**src/include/cpu_defines.svh**
```systemverilog
`ifndef CPU_DEFINES_SVH
`define CPU_DEFINES_SVH

// Data path and instruction word width
`define CPU_XLEN 32

// General purpose registers indexed with 4 bits
`define CPU_NREGS 16

// Program counter and instruction memory address width
`define CPU_PCW 8

// Instruction queue entries as any power of two from 2 up
`define CPU_QDEPTH 4

`endif

```
**src/cpuPkg.sv**
```systemverilog
`default_nettype none

`include "cpu_defines.svh"

package cpuPkg;

    // Opcode field in instr[31:27]
    typedef enum logic [4:0] {
        ADD  = 5'b00011,
        SUB  = 5'b00100,
        AND  = 5'b00101,
        OR   = 5'b00110,
        ADDI = 5'b01100,
        BR   = 5'b10010,
        OUT  = 5'b10110,
        NOP  = 5'b11001,
        HALT = 5'b11010
    } opcodeT;

    // Branch condition in instr[20:19] of a BR word
    typedef enum logic [1:0] {
        ZR = 2'b00, // Zero
        NZ = 2'b01, // Nonzero
        PL = 2'b10, // Sign clear
        MI = 2'b11  // Sign set
    } brCondT;

    // Word as it travels from fetch to execute
    typedef struct packed {
        logic [`CPU_XLEN-1:0] instr;
        logic [`CPU_PCW-1:0]  pc;    // Address the word was read from
        logic                 epoch; // Fetch epoch at read time
    } fetchWordT;

endpackage

`default_nettype wire

```
**src/regFile.sv**
```systemverilog
`default_nettype none

`include "cpu_defines.svh"

module regFile (
    input  wire logic                          clk,
    input  wire logic                          rstN,
    input  wire logic [$clog2(`CPU_NREGS)-1:0] raddrA,
    input  wire logic [$clog2(`CPU_NREGS)-1:0] raddrB,
    input  wire logic                          we,
    input  wire logic [$clog2(`CPU_NREGS)-1:0] waddr,
    input  wire logic [`CPU_XLEN-1:0]          wdata,
    output logic      [`CPU_XLEN-1:0]          rdataA,
    output logic      [`CPU_XLEN-1:0]          rdataB
);

    logic [`CPU_XLEN-1:0] regs [`CPU_NREGS];

    // Asynchronous read ports
    assign rdataA = regs[raddrA];
    assign rdataB = regs[raddrB];

    always_ff @(posedge clk or negedge rstN) begin
        if (!rstN) begin
            for (int i = 0; i < `CPU_NREGS; i++) begin
                regs[i] <= '0;
            end
        end else if (we) begin
            regs[waddr] <= wdata;
        end
    end

endmodule

`default_nettype wire

```
**src/branchCond.sv**
```systemverilog
`default_nettype none

`include "cpu_defines.svh"

module branchCond (
    input  cpuPkg::brCondT            cond,
    input  wire logic [`CPU_XLEN-1:0] value,
    output logic                      taken
);

    logic isZero;
    logic isNeg;

    assign isZero = (value == '0);
    assign isNeg  = value[`CPU_XLEN-1]; // Sign bit

    // CON evaluation
    always_comb begin
        case (cond)
            cpuPkg::ZR: taken = isZero;
            cpuPkg::NZ: taken = !isZero;
            cpuPkg::PL: taken = !isNeg;
            cpuPkg::MI: taken = isNeg;
            default:    taken = 1'b0;
        endcase
    end

endmodule

`default_nettype wire

```
**src/fetchUnit.sv**
```systemverilog
`default_nettype none

`include "cpu_defines.svh"

module fetchUnit (
    input  wire logic                 clk,
    input  wire logic                 rstN,
    input  wire logic [`CPU_XLEN-1:0] imemData,
    input  wire logic                 inAck,
    input  wire logic                 redirect,
    input  wire logic [`CPU_PCW-1:0]  redirectPc,
    input  wire logic                 halted,
    output logic      [`CPU_PCW-1:0]  imemAddr,
    output logic                      inReq,
    output cpuPkg::fetchWordT         inData
);

    logic [`CPU_PCW-1:0] pc;
    logic                epoch;
    logic                issue;

    // Memory answers in the same cycle
    assign imemAddr = pc;

    // Start a new transfer only once the last ack has fallen
    assign issue = !inReq && !inAck && !halted && !redirect;

    always_ff @(posedge clk or negedge rstN) begin
        if (!rstN) begin
            pc    <= '0;
            epoch <= 1'b0;
            inReq <= 1'b0;
        end else begin
            if (redirect) begin
                // Open handshake still finishes with the old epoch
                pc    <= redirectPc;
                epoch <= ~epoch;
            end else if (issue) begin
                pc <= pc + `CPU_PCW'(1);
            end

            if (issue) begin
                inReq <= 1'b1;
            end else if (inReq && inAck) begin
                inReq <= 1'b0; // Second phase
            end
        end
    end

    // Word is held stable for the whole request
    always_ff @(posedge clk) begin
        if (issue) begin
            inData.instr <= imemData;
            inData.pc    <= pc;
            inData.epoch <= epoch;
        end
    end

endmodule

`default_nettype wire

```
**src/instrQueue.sv**
```systemverilog
`default_nettype none

module instrQueue #(
    parameter type payloadT = logic,
    parameter int  depth    = 4
) (
    input  wire logic clk,
    input  wire logic rstN,
    input  wire logic inReq,
    input  payloadT   inData,
    output logic      inAck,
    output logic      outReq,
    input  wire logic outAck,
    output payloadT   outData
);

    localparam int ptrW = (depth > 1) ? $clog2(depth) : 1;

    payloadT mem [depth];

    logic [ptrW-1:0] wrPtr;
    logic [ptrW-1:0] rdPtr;
    logic [ptrW:0]   count;
    logic            full;
    logic            empty;
    logic            push;
    logic            pop;

    assign full  = (count == (ptrW + 1)'(depth));
    assign empty = (count == '0);

    // New request not yet acked and room to store it
    assign push = inReq && !inAck && !full;
    // Consumer acked, so outReq falls and the head leaves
    assign pop = outReq && outAck;

    assign outData = mem[rdPtr];

    always_ff @(posedge clk) begin
        if (push) begin
            mem[wrPtr] <= inData;
        end
    end

    always_ff @(posedge clk or negedge rstN) begin
        if (!rstN) begin
            wrPtr  <= '0;
            rdPtr  <= '0;
            count  <= '0;
            inAck  <= 1'b0;
            outReq <= 1'b0;
        end else begin
            // Input side acts as a four-phase consumer
            if (push) begin
                inAck <= 1'b1;
                wrPtr <= wrPtr + ptrW'(1);
            end else if (inAck && !inReq) begin
                inAck <= 1'b0;
            end

            // Output side acts as a four-phase producer
            if (pop) begin
                outReq <= 1'b0;
                rdPtr  <= rdPtr + ptrW'(1);
            end else if (!outReq && !outAck && !empty) begin
                outReq <= 1'b1;
            end

            case ({push, pop})
                2'b10:   count <= count + (ptrW + 1)'(1);
                2'b01:   count <= count - (ptrW + 1)'(1);
                default: count <= count;
            endcase
        end
    end

endmodule

`default_nettype wire

```
**src/execUnit.sv**
```systemverilog
`default_nettype none

`include "cpu_defines.svh"

module execUnit (
    input  wire logic                          clk,
    input  wire logic                          rstN,
    input  wire logic                          outReq,
    input  cpuPkg::fetchWordT                  outData,
    output logic                               outAck,
    output logic                               redirect,
    output logic      [`CPU_PCW-1:0]           redirectPc,
    output logic                               wbValid,
    output logic      [$clog2(`CPU_NREGS)-1:0] wbReg,
    output logic      [`CPU_XLEN-1:0]          wbData,
    output logic                               outValid,
    output logic      [`CPU_XLEN-1:0]          outPortData,
    output logic                               halted
);

    localparam int ridxW = $clog2(`CPU_NREGS);

    cpuPkg::fetchWordT curWord;
    cpuPkg::opcodeT    op;
    cpuPkg::brCondT    cond;

    logic                 curValid;
    logic                 expEpoch;
    logic                 live;
    logic                 capture;
    logic                 isAlu;
    logic                 brTaken;
    logic [ridxW-1:0]     ra;
    logic [ridxW-1:0]     rb;
    logic [ridxW-1:0]     rc;
    logic [ridxW-1:0]     rdAddrA;
    logic [`CPU_XLEN-1:0] cImm;
    logic [`CPU_XLEN-1:0] opA;
    logic [`CPU_XLEN-1:0] opB;
    logic [`CPU_XLEN-1:0] aluRes;

    // Field decode
    assign op   = cpuPkg::opcodeT'(curWord.instr[31:27]);
    assign ra   = curWord.instr[26:23];
    assign rb   = curWord.instr[22:19];
    assign rc   = curWord.instr[18:15];
    assign cond = cpuPkg::brCondT'(curWord.instr[20:19]);
    assign cImm = {{(`CPU_XLEN - 19){curWord.instr[18]}}, curWord.instr[18:0]};

    // Wrong-path words from an older epoch are dropped here
    assign live    = curValid && (curWord.epoch == expEpoch);
    assign capture = outReq && !outAck && !halted;

    // BR and OUT read Ra on port A
    assign rdAddrA = (op == cpuPkg::BR || op == cpuPkg::OUT) ? ra : rb;

    regFile uRegFile (
        .clk    (clk),
        .rstN   (rstN),
        .raddrA (rdAddrA),
        .raddrB (rc),
        .we     (live && isAlu),
        .waddr  (ra),
        .wdata  (aluRes),
        .rdataA (opA),
        .rdataB (opB)
    );

    branchCond uBranchCond (
        .cond  (cond),
        .value (opA),
        .taken (brTaken)
    );

    always_comb begin
        isAlu  = 1'b1;
        aluRes = '0;
        case (op)
            cpuPkg::ADD:  aluRes = opA + opB;
            cpuPkg::SUB:  aluRes = opA - opB;
            cpuPkg::AND:  aluRes = opA & opB;
            cpuPkg::OR:   aluRes = opA | opB;
            cpuPkg::ADDI: aluRes = opA + cImm;
            default:      isAlu  = 1'b0;
        endcase
    end

    always_ff @(posedge clk or negedge rstN) begin
        if (!rstN) begin
            outAck   <= 1'b0;
            curValid <= 1'b0;
            expEpoch <= 1'b0;
            wbValid  <= 1'b0;
            outValid <= 1'b0;
            redirect <= 1'b0;
            halted   <= 1'b0;
        end else begin
            // Result pulses land one cycle after the ack rise
            wbValid  <= live && isAlu;
            outValid <= live && (op == cpuPkg::OUT);
            redirect <= live && (op == cpuPkg::BR) && brTaken;
            if (live && op == cpuPkg::HALT) begin
                halted <= 1'b1;
            end
            if (live && op == cpuPkg::BR && brTaken) begin
                expEpoch <= ~expEpoch;
            end

            curValid <= capture;
            if (capture) begin
                outAck <= 1'b1;
            end else if (outAck && !outReq) begin
                outAck <= 1'b0; // Four-phase return to idle
            end
        end
    end

    always_ff @(posedge clk) begin
        if (capture) begin
            curWord <= outData;
        end
        if (live) begin
            wbReg       <= ra;
            wbData      <= aluRes;
            outPortData <= opA;
            redirectPc  <= curWord.pc + `CPU_PCW'(1) + cImm[`CPU_PCW-1:0]; // PC+1+C
        end
    end

endmodule

`default_nettype wire

```
**src/busCpuTop.sv**
```systemverilog
`default_nettype none

`include "cpu_defines.svh"

module busCpuTop (
    input  wire logic                          clk,
    input  wire logic                          rstN,
    input  wire logic [`CPU_XLEN-1:0]          imemData,
    output logic      [`CPU_PCW-1:0]           imemAddr,
    output logic                               wbValid,
    output logic      [$clog2(`CPU_NREGS)-1:0] wbReg,
    output logic      [`CPU_XLEN-1:0]          wbData,
    output logic                               outValid,
    output logic      [`CPU_XLEN-1:0]          outPortData,
    output logic                               halted
);

    // Fetch side of the queue
    logic              inReq;
    logic              inAck;
    cpuPkg::fetchWordT inData;

    // Execute side of the queue
    logic              outReq;
    logic              outAck;
    cpuPkg::fetchWordT outData;

    logic                redirect;
    logic [`CPU_PCW-1:0] redirectPc;

    fetchUnit uFetch (
        .clk        (clk),
        .rstN       (rstN),
        .imemData   (imemData),
        .inAck      (inAck),
        .redirect   (redirect),
        .redirectPc (redirectPc),
        .halted     (halted),
        .imemAddr   (imemAddr),
        .inReq      (inReq),
        .inData     (inData)
    );

    instrQueue #(
        .payloadT (cpuPkg::fetchWordT),
        .depth    (`CPU_QDEPTH)
    ) uQueue (
        .clk     (clk),
        .rstN    (rstN),
        .inReq   (inReq),
        .inData  (inData),
        .inAck   (inAck),
        .outReq  (outReq),
        .outAck  (outAck),
        .outData (outData)
    );

    execUnit uExec (
        .clk         (clk),
        .rstN        (rstN),
        .outReq      (outReq),
        .outData     (outData),
        .outAck      (outAck),
        .redirect    (redirect),
        .redirectPc  (redirectPc),
        .wbValid     (wbValid),
        .wbReg       (wbReg),
        .wbData      (wbData),
        .outValid    (outValid),
        .outPortData (outPortData),
        .halted      (halted)
    );

endmodule

`default_nettype wire

```
**config.mk**
```make
export PLATFORM = sky130hd
export DESIGN_NAME = busCpuTop
export DESIGN_NICKNAME = d
export VERILOG_FILES = /design/src/cpuPkg.sv /design/src/regFile.sv /design/src/branchCond.sv /design/src/fetchUnit.sv /design/src/instrQueue.sv /design/src/execUnit.sv /design/src/busCpuTop.sv
export VERILOG_INCLUDE_DIRS = /design/src /design/src/include
export SDC_FILE = /design/constraint.sdc
export NUM_CORES = 2
export LEC_CHECK = 0
export ABC_AREA = 1
export BUFFER_PORTS_ARGS = -buffer_cell sky130_fd_sc_hd__buf_2
export CAP_MARGIN = 20
export CORE_ASPECT_RATIO = 1.75
export CORE_UTILIZATION = 30
export CTS_CLUSTER_SIZE = 24
export DETAILED_ROUTE_END_ITERATION = 8
export SYNTH_ARGS = -nofsm -noshare
export SYNTH_HDL_FRONTEND = slang
export SYNTH_SLANG_ARGS = --single-unit
```
**constraint.sdc**
```tcl
create_clock -name clk -period 8.5 [get_ports clk]
set_input_delay 1.275 -clock clk [delete_from_list [all_inputs] [get_ports clk]]
set_output_delay 1.275 -clock clk [all_outputs]
set_load 0.03 [all_outputs]
```
==> impl_metrics.yaml <==
status:
  status: "complete, no violations"
timing:
  rsz0062_at_grt: "false"
  hold_viol_final: 0
  worst_pin_slew_ns: 1.06
  fmax_ghz: 0.133
  slew_headroom_pct: 29.5
  tns_ns: 0
  whs_ns: 0.479
  min_period_over_period_pct: 88.5
  skew_ns: 0.0321
  setup_violations: 0
  drv_slew: 0
  fin_crit_ns: 7.52
pwr:
  peakVddDrop_uv: 252
  p_per_area_nw_per_um2: 367
  power_leakage_nw: 21.4
synth:
  syn_nets: 5811
  yosysMostFrequentCell: "nand2_1"
  synth_top_area_share_pct: 29.5
  yosysWarnings: 0
  synth_ff_type: "dfrtp_1"
  synth_cell_types: 64
  syn_area_um2: 45700
  syn_area_per_cell_um2: 7.98
  yosysTopAreaCell: "dfrtp_1"
  ys_top_cells_by_area: "dfrtp_1 (29%), edfxtp_1 (21%), nand2_1 (14%)"
  synthCells: 5729
  synth-async-reset-ratio_pct: 62.6
  synth-seq-cells: 860
  yosysSeqAreaShare_pct: 50.6
  synth_edf_count: 322
  synth_commonest_cells: "nand2_1 (1,761), nand3_1 (821), dfrtp_1 (538)"
drt:
  first_pass_iters: 6
  wl_per_cell_um: 22.8
  routedLengthMet1_mm: 64.1
  routed.top_layer: "met4"
  dr_total_vias: 40969
  drcViolationCount: 0
  viasPerCell: 5.30
  routed_wl_mm: 176
  ant_nets: 0
  route.met3.wl_mm: 12.8
  drt_iter0_markers: 4490
  wl_met2_mm: 84.4
floorplan:
  die_area_um2: 154000
  die_y_um: 518
  die_width_um: 297
  io-pin-count: 113
  num_rows: 189
  core_area_um2: 151000
  start_util_pct: 30.2
setup_path:
  start_kind: "register"
  path_max_fanout: 77
  end_kind: "register"
  critPathKind: "reg2reg"
  cpPeakStageDelay_ns: 0.75
  cp.arrival_ns: 7.92
  crit_path_frequent_cell: "nor2_1"
  crit_family: "compound AO/OA/AOI/OAI gates"
  crit_required_ns: 8.90
  crit_buf_inv: 4
  crit_slowest_cell: "o211ai_2"
clock_network:
  clock_sinks: 860
  cts_setup_buffers: 0
  numCtsBuffers: 78
  tritoncts: "yes"
  clockBufferDepth: 3
  htreeDepth: 3
  ctsHoldBuffers: 0
  cts_resized: 0
  insertion_delay_ns: 0.72
  cts.clk_slew.worst_paths_ns: 0.07
  root_buffer: "clkbuf_16"
placed_design:
  portBuffers: 112
  dp_cells: 7576
  gp_congestion: 0.980
  placed_area_um2: 48000
  dp_hpwl_mm: 113
global_route:
  overflow: 0
  antenna_found_initial: 1
  grt_max_degree: 138
  grt_pass1_vias: 39992
  grt_pass1_wl_mm: 260
  gr-usage-all-layers_pct: 22.5
hold_path:
  hold_path.class: "reg2reg"
cells_and_area:
  instances_no_fill: 7723
  utilization_pct: 33.5
  final_cell_area_um2: 50700
  areaGrowthSynthToFinish_pct: 10.9
  nets: 5733
  drive_above_1_share_pct: 8.08
run:
  maxCapViolCount: 0
-- cell type report --
cell class	instances	area (µm²)
inverters	548	2060
diodes	1	2.50
fillers	15889	101000
repair buffers	211	1450
flip-flops and latches	860	23100
multi-input cells	3952	18800
well taps	2005	2510
clock buffers	99	2210
clock inverters	47	534
-- cells by family (layout without fill, tap and decap cells) --
kind of cell,Yosys count,after routing,synth area share (%)
buf+inv,917,905,8.69
flops,860,860,50.6
other cells,0,1,0
xor+xnor,21,21,0.402
compound gates,961,961,11.8
fa+ha+maj,56,56,1.54
simple gates,2914,2914,27.0
-- worst register-to-register path, delay by kind of cell (launching register included) --
kind / cells / cell delay, ns
and+or+nand+nor: 13 / 2.24
AOI/OAI and AO/OA: 8 / 2.44
adders and majority gates: 1 / 0.42
DFF: 1 / 0.39
buffers and inverters: 4 / 1.73
-- flip-flops by register name (all words and copies together) (netlist names), 8 cells and up --
| name | cells |
|---|---|
| uExec.uRegFile.regs | 512 |
| uQueue.mem | 164 |
| uFetch.inData | 41 |
| uExec.outPortData | 32 |
| uExec.wbData | 32 |
| uExec.curWord | 20 |
| uExec.cImm | 19 |
| uExec.redirectPc | 8 |
| uFetch.imemAddr | 8 |
-- stage by stage --
| step | total power, mW | worst slack [ns] |
|---|---|---|
| after floorplan | 11.2 | 3.04 |
| after global placement | 14.6 | 1.19 |
| after detailed placement | 14.7 | 1.22 |
| after CTS | 18.5 | 1.17 |
| after global routing | 19.5 | 0.712 |
| final | 18.6 | 0.977 |
-- path summary, 6_finish.rpt --
check                                         startpoint                                   end  slack [ns]  cells after the start
worst min-delay path            uExec.outAck$_DFFE_PN0P_             uQueue.outReq$_DFFE_PN0P_        0.48                      1
max in group asynchronous                           rstN  uExec.uRegFile.regs[224]$_DFFE_PN0P_        6.05                      3
worst max register to register  uExec.cImm[16]$_DFFE_PP_            uExec.wbData[30]$_DFFE_PP_        0.98                     26
worst max-delay path            uExec.cImm[16]$_DFFE_PP_            uExec.wbData[30]$_DFFE_PP_        0.98                     26
worst min register to register  uExec.outAck$_DFFE_PN0P_             uQueue.outReq$_DFFE_PN0P_        0.48                      1
min in group asynchronous                           rstN   uExec.uRegFile.regs[27]$_DFFE_PN0P_        0.50                      1
-- power breakdown --
group | total (mW) | internal [mW] | switching [mW]
Clock | 3.87 | 2.14 | 1.73
Combinational | 9.35 | 2.29 | 7.06
Sequential | 5.40 | 5.08 | 0.323
Total | 18.6 | 9.51 | 9.10
-- placed cells by master (no fill, tap or decap), types with 11 or more instances in the layout --
| cell type | count |
|---|---|
| a21oi_1 | 109 |
| a22oi_1 | 20 |
| a31oi_1 | 14 |
| buf_12 | 11 |
| buf_2 | 111 |
| buf_4 | 88 |
| clkbuf_16 | 83 |
| clkinv_1 | 12 |
| clkinv_2 | 21 |
| dfrtp_1 | 537 |
| edfxtp_1 | 322 |
| ha_1 | 45 |
| inv_1 | 513 |
| inv_2 | 27 |
| nand2_1 | 1761 |
| nand3_1 | 821 |
| nor2_1 | 225 |
| nor2_4 | 11 |
| nor3_1 | 13 |
| o211ai_1 | 109 |
| o21ai_0 | 537 |
| o21ai_1 | 86 |
| o22ai_1 | 41 |
| or2_2 | 27 |
| xor2_1 | 15 |
-- routing by layer --
| metal | global-route usage (%) | vias up |
|---|---|---|
| met2 | 37.9 | 1946 |
| met5 | 0 | - |
| met3 | 3.66 | 584 |
| met1 | 25.4 | 19696 |
| li1 | - | 18743 |
| met4 | 16.8 | 0 |
Power figures use the tool's default switching activity.
